$ cat config.mk
export PLATFORM = sky130hd
export DESIGN_NAME = l1_tag_store
export DESIGN_NICKNAME = d
export VERILOG_FILES = /design/src/hdl/cache_geom_pkg.sv /design/src/hdl/cache_ctrl_pkg.sv /design/src/hdl/l1_tag_store.sv
export SDC_FILE = /design/constraint.sdc
export NUM_CORES = 2
export LEC_CHECK = 0
export BUFFER_PORTS_ARGS = -buffer_cell sky130_fd_sc_hd__buf_2
export CAP_MARGIN = 20
export CORE_MARGIN = 3
export CORE_UTILIZATION = 51
export CTS_CLUSTER_SIZE = 10
export DETAILED_ROUTE_END_ITERATION = 8
export PLACE_DENSITY = 0.71
export SYNTH_ARGS = -nofsm -noshare
export SYNTH_HDL_FRONTEND = slang
export SYNTH_SLANG_ARGS = --single-unit
$ cat constraint.sdc
create_clock -name iCLOCK -period 7.29 [get_ports iCLOCK]
set_input_delay 1.458 -clock iCLOCK [delete_from_list [all_inputs] [get_ports iCLOCK]]
set_output_delay 1.458 -clock iCLOCK [all_outputs]
set_load 0.01 [all_outputs]
$ cat src/hdl/cache_geom_pkg.sv
// Cache geometry: address field widths, set and way counts, line and word types
package cache_geom_pkg;

	localparam int ADDR_W     = 32;
	localparam int WAY_N      = 4;
	localparam int SET_N      = 16;

	// Address fields, low to high: offset | index | tag
	localparam int OFFSET_W   = 6;	// 64 byte line
	localparam int INDEX_W    = 4;
	localparam int TAG_W      = 22;

	// Word in line, address bits 5..3
	localparam int WORD_SEL_W = 3;

	typedef logic [ADDR_W-1:0]          addr_t;
	typedef logic [TAG_W-1:0]           tag_t;
	typedef logic [INDEX_W-1:0]         set_idx_t;
	typedef logic [$clog2(WAY_N)-1:0]   way_t;
	typedef logic [WORD_SEL_W-1:0]      word_sel_t;

	// One full line, 8 bits per byte of offset range
	typedef logic [8*(2**OFFSET_W)-1:0] line_t;

	// One read word, eight per line
	typedef logic [63:0]                word_t;

endpackage

$ cat src/hdl/cache_ctrl_pkg.sv
// Cache control: way status enum, read credit depth and aging period
package cache_ctrl_pkg;

	// Ordered so that a lower value is a better victim
	typedef enum logic [1:0] {
		ST_INVALID = 2'd0,
		ST_OLD     = 2'd1,
		ST_RECENT  = 2'd2,
		ST_FRESH   = 2'd3
	} way_status_e;

	// Read response credits after reset
	localparam int CREDIT_N   = 4;
	localparam int CREDIT_W   = 3;	// Holds 0..CREDIT_N

	// Cycles between aging steps
	localparam int AGE_PERIOD = 64;

endpackage

$ cat src/hdl/l1_tag_store.sv
// Tag and status arrays with hit compare, victim choice, aging timer and fill/touch/remove updates
`timescale 1ns/10ps

module l1_tag_store (
	input  logic                  iCLOCK,
	input  logic                  inRESET,
	input  logic                  remove,
	input  logic                  lookup_en,
	input  cache_geom_pkg::addr_t lookup_addr,
	input  logic                  wr_req,
	input  cache_geom_pkg::addr_t wr_addr,
	output logic                  hit,
	output cache_geom_pkg::way_t  hit_way,
	output cache_geom_pkg::way_t  fill_way
);
	import cache_geom_pkg::*;
	import cache_ctrl_pkg::*;

	localparam int AGE_W = $clog2(AGE_PERIOD);

	tag_t        tag_mem [SET_N][WAY_N];
	way_status_e status  [SET_N][WAY_N];

	set_idx_t    lk_set;
	tag_t        lk_tag;
	logic        lk_hit;
	way_t        lk_way;

	set_idx_t    wr_set;
	tag_t        wr_tag;
	logic        wr_match;
	way_t        wr_match_way;
	logic        wr_free;
	way_t        wr_free_way;
	way_t        wr_low_way;

	logic [AGE_W-1:0] age_cnt;
	logic        age_tick;
	logic        age_step;

	assign lk_set = lookup_addr[OFFSET_W +: INDEX_W];
	assign lk_tag = lookup_addr[ADDR_W-1 -: TAG_W];
	assign wr_set = wr_addr[OFFSET_W +: INDEX_W];
	assign wr_tag = wr_addr[ADDR_W-1 -: TAG_W];

	// Lookup compare, scanned downward so the lowest way wins
	always_comb begin
		lk_hit = 1'b0;
		lk_way = '0;
		for (int w = WAY_N-1; w >= 0; w--) begin
			if (tag_mem[lk_set][w] == lk_tag && status[lk_set][w] != ST_INVALID) begin
				lk_hit = 1'b1;
				lk_way = way_t'(w);
			end
		end
	end

	// Fill way: same tag, then first free way, then lowest status
	always_comb begin
		wr_match     = 1'b0;
		wr_match_way = '0;
		wr_free      = 1'b0;
		wr_free_way  = '0;
		for (int w = WAY_N-1; w >= 0; w--) begin
			if (tag_mem[wr_set][w] == wr_tag && status[wr_set][w] != ST_INVALID) begin
				wr_match     = 1'b1;
				wr_match_way = way_t'(w);
			end
			if (status[wr_set][w] == ST_INVALID) begin
				wr_free      = 1'b1;
				wr_free_way  = way_t'(w);
			end
		end
		wr_low_way = '0;
		for (int w = 1; w < WAY_N; w++) begin
			if (status[wr_set][w] < status[wr_set][wr_low_way])
				wr_low_way = way_t'(w);	// Strict less keeps ties on the lower way
		end
	end

	assign fill_way = wr_match ? wr_match_way : (wr_free ? wr_free_way : wr_low_way);

	// Aging waits out a fill that lands on the tick
	assign age_tick = (age_cnt == AGE_W'(AGE_PERIOD-1));
	assign age_step = age_tick && !wr_req;

	always_ff @(posedge iCLOCK or negedge inRESET) begin
		if (!inRESET) begin
			age_cnt <= '0;
		end else if (remove || age_step) begin
			age_cnt <= '0;
		end else if (!age_tick) begin
			age_cnt <= age_cnt + 1'b1;
		end
	end

	// Lookup result, lined up with the data read in l1_line_ram
	always_ff @(posedge iCLOCK or negedge inRESET) begin
		if (!inRESET) begin
			hit     <= 1'b0;
			hit_way <= '0;
		end else begin
			hit     <= lookup_en && lk_hit;
			hit_way <= lk_way;
		end
	end

	always_ff @(posedge iCLOCK or negedge inRESET) begin
		if (!inRESET) begin
			for (int s = 0; s < SET_N; s++)
				for (int w = 0; w < WAY_N; w++)
					status[s][w] <= ST_INVALID;
		end else if (remove) begin
			for (int s = 0; s < SET_N; s++)
				for (int w = 0; w < WAY_N; w++)
					status[s][w] <= ST_INVALID;
		end else begin
			if (age_step) begin
				for (int s = 0; s < SET_N; s++) begin
					for (int w = 0; w < WAY_N; w++) begin
						if (status[s][w] == ST_RECENT || status[s][w] == ST_FRESH)
							status[s][w] <= way_status_e'(status[s][w] - 2'd1);
					end
				end
			end
			// Touch wins over the aging step for the same way
			if (lookup_en && lk_hit)
				status[lk_set][lk_way] <= ST_FRESH;
			if (wr_req)
				status[wr_set][fill_way] <= ST_FRESH;
		end
	end

	always_ff @(posedge iCLOCK) begin
		if (wr_req)
			tag_mem[wr_set][fill_way] <= wr_tag;
	end

endmodule

==> impl_metrics.json <==
{
  "status": "finished clean",
  "start_util_pct": 51.7,
  "max_stage_delay_ns": 0.77,
  "grt-ovfl-total": 0,
  "fillers": 11300,
  "fmax_mhz": 139,
  "vias": 51200,
  "fin_cells": 7022,
  "ant_nets": 0,
  "drt-initial-drc-count": 8599,
  "grt_usage_pct": 33.1,
  "crit_type": "input pin to output pin",
  "io_buffers": 61,
  "setup_viol": 0,
  "yosys.area_share.adder_pct": 1.09,
  "die_h_um": 400,
  "area_delta_synth_final_pct": 11.9,
  "power_frac_clock_pct": 40.4,
  "final_hold_viol_count": 0,
  "multi_input_area_um2": 31300,
  "cts_root_buffer": "clkbuf_16",
  "comb_power_share_pct": 10.5,
  "synthMuxAreaShare_pct": 26.1,
  "intPower_uw": 15100,
  "ys_types": 99,
  "period_share_pct": 99.0,
  "post-route-min-period_ns": 7.22,
  "layout_setup_ws_ns": 0.0743,
  "skew_ns": 0.0428,
  "wl_per_cell_um": 37.6,
  "regArea_um2": 45700,
  "cts.clk_slew.worst_paths_ns": 0.06,
  "p_sw_share_pct": 24.0,
  "max-vdd-ir-drop_v": 0.000250,
  "drive_gt1_share_pct": 28.8,
  "synth_top_family_by_area": "multiplexers",
  "cts_buffers": 178,
  "drc": 0,
  "arrival_ns": 5.76,
  "yosys_warnings": 0,
  "ys_async_sr_fraction_pct": 8.87,
  "cp.required_ns": 5.83,
  "grt_setup_unrepaired": "no",
  "p_seq_share_pct": 49.1,
  "synth_compound_area_share_pct": 5.82,
  "path_cells": "buf_8, buf_4, nand2_1, buf_4, o22ai_1, nor2_1, xnor2_1, nand4_1, a2111oi_0, nand3_1, a21oi_1, buf_4, buf_2",
  "grt_max_degree": 108,
  "drt-pass1-iter-count": 6,
  "syn_inst": 4738,
  "syn_nets": 4876,
  "numPlacedInstances": 6776,
  "synth-simple-area-share_pct": 4.34,
  "antenna_found_initial": 12,
  "cts_tree": "yes",
  "crit_path_end_kind": "output pin",
  "clk_path_buf_depth": 3,
  "totalWireLength_um": 264000,
  "grt_first_pass_wirelength_um": 371000,
  "cellPowerDensity_nw_per_um2": 224,
  "nets": 5064,
  "cp_top_family": "buffers and inverters",
  "cts.htree.levels": 4,
  "fp.coreArea_um2": 153000,
  "final_max_slew_viol_count": 0,
  "worst_pin_slew_ns": 1.07,
  "cp_num_buf_inv": 5,
  "clk_latency_ns": 0.83,
  "vias_per_cell": 7.30,
  "dpl.hpwl_um": 174000,
  "numClockSinks": 1545,
  "die_w_um": 400,
  "rows": 143,
  "die-area_um2": 160000,
  "synth_edf_count": 1408,
  "max_cap_viol_count": 0,
  "synthXorXnorAreaFrac_pct": 1.98,
  "leakagePower_uw": 0.0298,
  "pre_cts_slack_ns": 0.0927,
  "grt_pass1_vias": 50000,
  "crit_path_frequent_cell": "buf_4",
  "hold_class": "flip-flop to flip-flop",
  "gp_congestion": 0.987,
  "cts_setup_buffers": 0,
  "ys.flop_type": "edfxtp_1",
  "ys_seq_elements": 1545,
  "yosysSeqAreaShare_pct": 57.8,
  "netSwitchingPower_uw": 4760,
  "slew_headroom_pct": 28.1,
  "critPathMaxFanout": 59,
  "avgSynthCellArea_um2": 16.7,
  "pin_count": 74,
  "cp-start-kind": "input pin",
  "netlist_area_um2": 79100,
  "slowest_stage": "buf_4"
}
final cells by class:
type                    instances  share of cell area, %
diodes                         10                 0.0283
flip-flops and latches       1545                   51.6
inverters                      61                  0.274
repair buffers                371                   4.21
clock buffers                 213                   5.36
clock inverters                23                  0.271
well taps                    2030                   2.87
multi-input cells            2769                   35.4
stage by stage:
step	util (%)	TNS (ns)	hold WS (ns)	total power (uW)	instance area, um2
5_1_grt	57.9	0	0.611	20300	88500
2_1_floorplan	-	-53.09	0.539	11100	79100
3_5_place_dp	54.6	0	0.576	11900	83500
6_report	57.9	0	0.594	19800	88500
4_1_cts	57.8	0	0.591	19800	88500
3_3_place_gp	54.6	0	0.564	11900	83500
Yosys cell counts, types with 9 or more instances:
master,n,share of area [%]
edfxtp_1,1408,53
mux4_2,720,20
mux2i_1,391,4.9
nor2_1,235,1.1
nand2_1,207,0.98
xnor2_1,154,1.7
dfrtp_1,137,4.3
buf_2,119,0.75
clkbuf_1,100,0.47
a31oi_1,85,0.67
o21ai_0,83,0.53
buf_4,82,0.78
ha_1,69,1.1
nor3_1,65,0.41
a21oi_1,62,0.39
inv_1,45,0.21
mux2_2,44,0.63
a22oi_1,43,0.41
o22ai_1,43,0.34
nand3_1,41,0.26
o32ai_1,41,0.45
buf_6,34,0.48
o31a_1,34,0.38
o21bai_1,33,0.31
buf_1,28,0.13
o21ai_1,28,0.18
nand2b_1,25,0.20
xor2_1,25,0.28
nand4_1,22,0.17
or3_1,22,0.17
a22o_1,21,0.23
a32oi_1,21,0.23
a211oi_1,15,0.14
a221oi_1,15,0.17
clkinv_1,13,0.062
nor4_1,13,0.10
and3_1,12,0.095
o221ai_1,12,0.13
nor2b_1,11,0.087
or2_2,11,0.087
o211ai_1,10,0.095
o31ai_1,10,0.095
and2_1,9,0.071
layout by cell type (no fill, tap or decap), types with 34 or more instances in the layout:
master,instances
a21oi_1,62
a22oi_1,42
a31oi_1,85
buf_12,80
buf_2,51
buf_4,229
clkbuf_16,184
dfrtp_1,137
edfxtp_1,1408
ha_1,69
inv_1,42
mux2_2,44
mux2i_1,391
mux4_2,720
nand2_1,207
nand3_1,41
nor2_1,188
nor2_2,43
nor3_1,64
o21ai_0,83
o22ai_1,43
o31a_1,34
o32ai_1,41
xnor2_1,154
worst register-to-register path: stages, from the launching register on:
cell and delay, ns:
dfrtp_1 0.43, mux4_2 0.48, a22o_1 0.27, a221oi_1 0.32, ha_1 0.32, nand2_1 0.08, a31oi_1 0.05, a311oi_1 0.26
buf_4 0.17, nor2_1 0.04, a21oi_1 0.13, nor2_1 0.05, a21oi_1 0.14, ha_1 0.19, nor2_1 0.05, a311o_1 0.39
o311ai_2 0.23, buf_4 0.21, o41ai_4 0.14, buf_4 0.17, o31a_1 0.24, or2_2 0.52, nor2_2 0.40, buf_4 0.25
power by group through the flow:
stage | Clock [uW] | Combinational, uW | Sequential (uW)
2_1_floorplan | 0 | 1220 | 9910
3_3_place_gp | 0 | 2010 | 9910
3_5_place_dp | 0 | 2020 | 9920
4_1_cts | 8080 | 2030 | 9740
5_1_grt | 8440 | 2150 | 9740
6_report | 8020 | 2080 | 9740
layer usage:
| layer | share of wire (%) | routed length, um | global-route usage [%] |
|---|---|---|---|
| met2 | 45 | 118000 | 48.5 |
| met1 | 36 | 94600 | 44.7 |
| met4 | 6.2 | 16500 | 17.8 |
| met5 | 0.0091 | 24 | 0 |
| met3 | 13 | 35400 | 10.0 |
flip-flops by register name, indices dropped and copies added (netlist names):
register / cells
tag_mem: 1408
status: 128
hit: 1
hit_way: 2
age_cnt: 6
cell families after synthesis:
group / Yosys count
AO/OA/AOI/OAI: 643
XOR/XNOR: 179
adder cells (fa/ha/maj): 69
buffers and inverters: 424
flip-flops: 1545
multiplexers: 1155
AND/OR/NAND/NOR: 723
final timing paths:
check / startpoint / end / slack, ns / depth (start not counted)
hold reg to reg: status[43]$_DFF_PN0_ / status[43]$_DFF_PN0_ / 0.59 / 2
hold / removal: status[43]$_DFF_PN0_ / status[43]$_DFF_PN0_ / 0.59 / 2
max in group asynchronous: inRESET / status[76]$_DFF_PN0_ / 5.21 / 2
min in group asynchronous: inRESET / age_cnt[5]$_DFFE_PN0P_ / 0.68 / 1
setup / recovery: wr_addr[9] / fill_way[0] / 0.07 / 13
setup reg to reg: status[39]$_DFF_PN0_ / tag_mem[12][46]$_DFFE_PP_ / 1.46 / 23
repair_timing:
item,in CTS,in global routing
hold endpoints to repair,0,0
setup endpoints to repair,0,2
hold buffers,0,0
resized for setup,0,9
No activity file was read; power rests on OpenSTA's default activity.
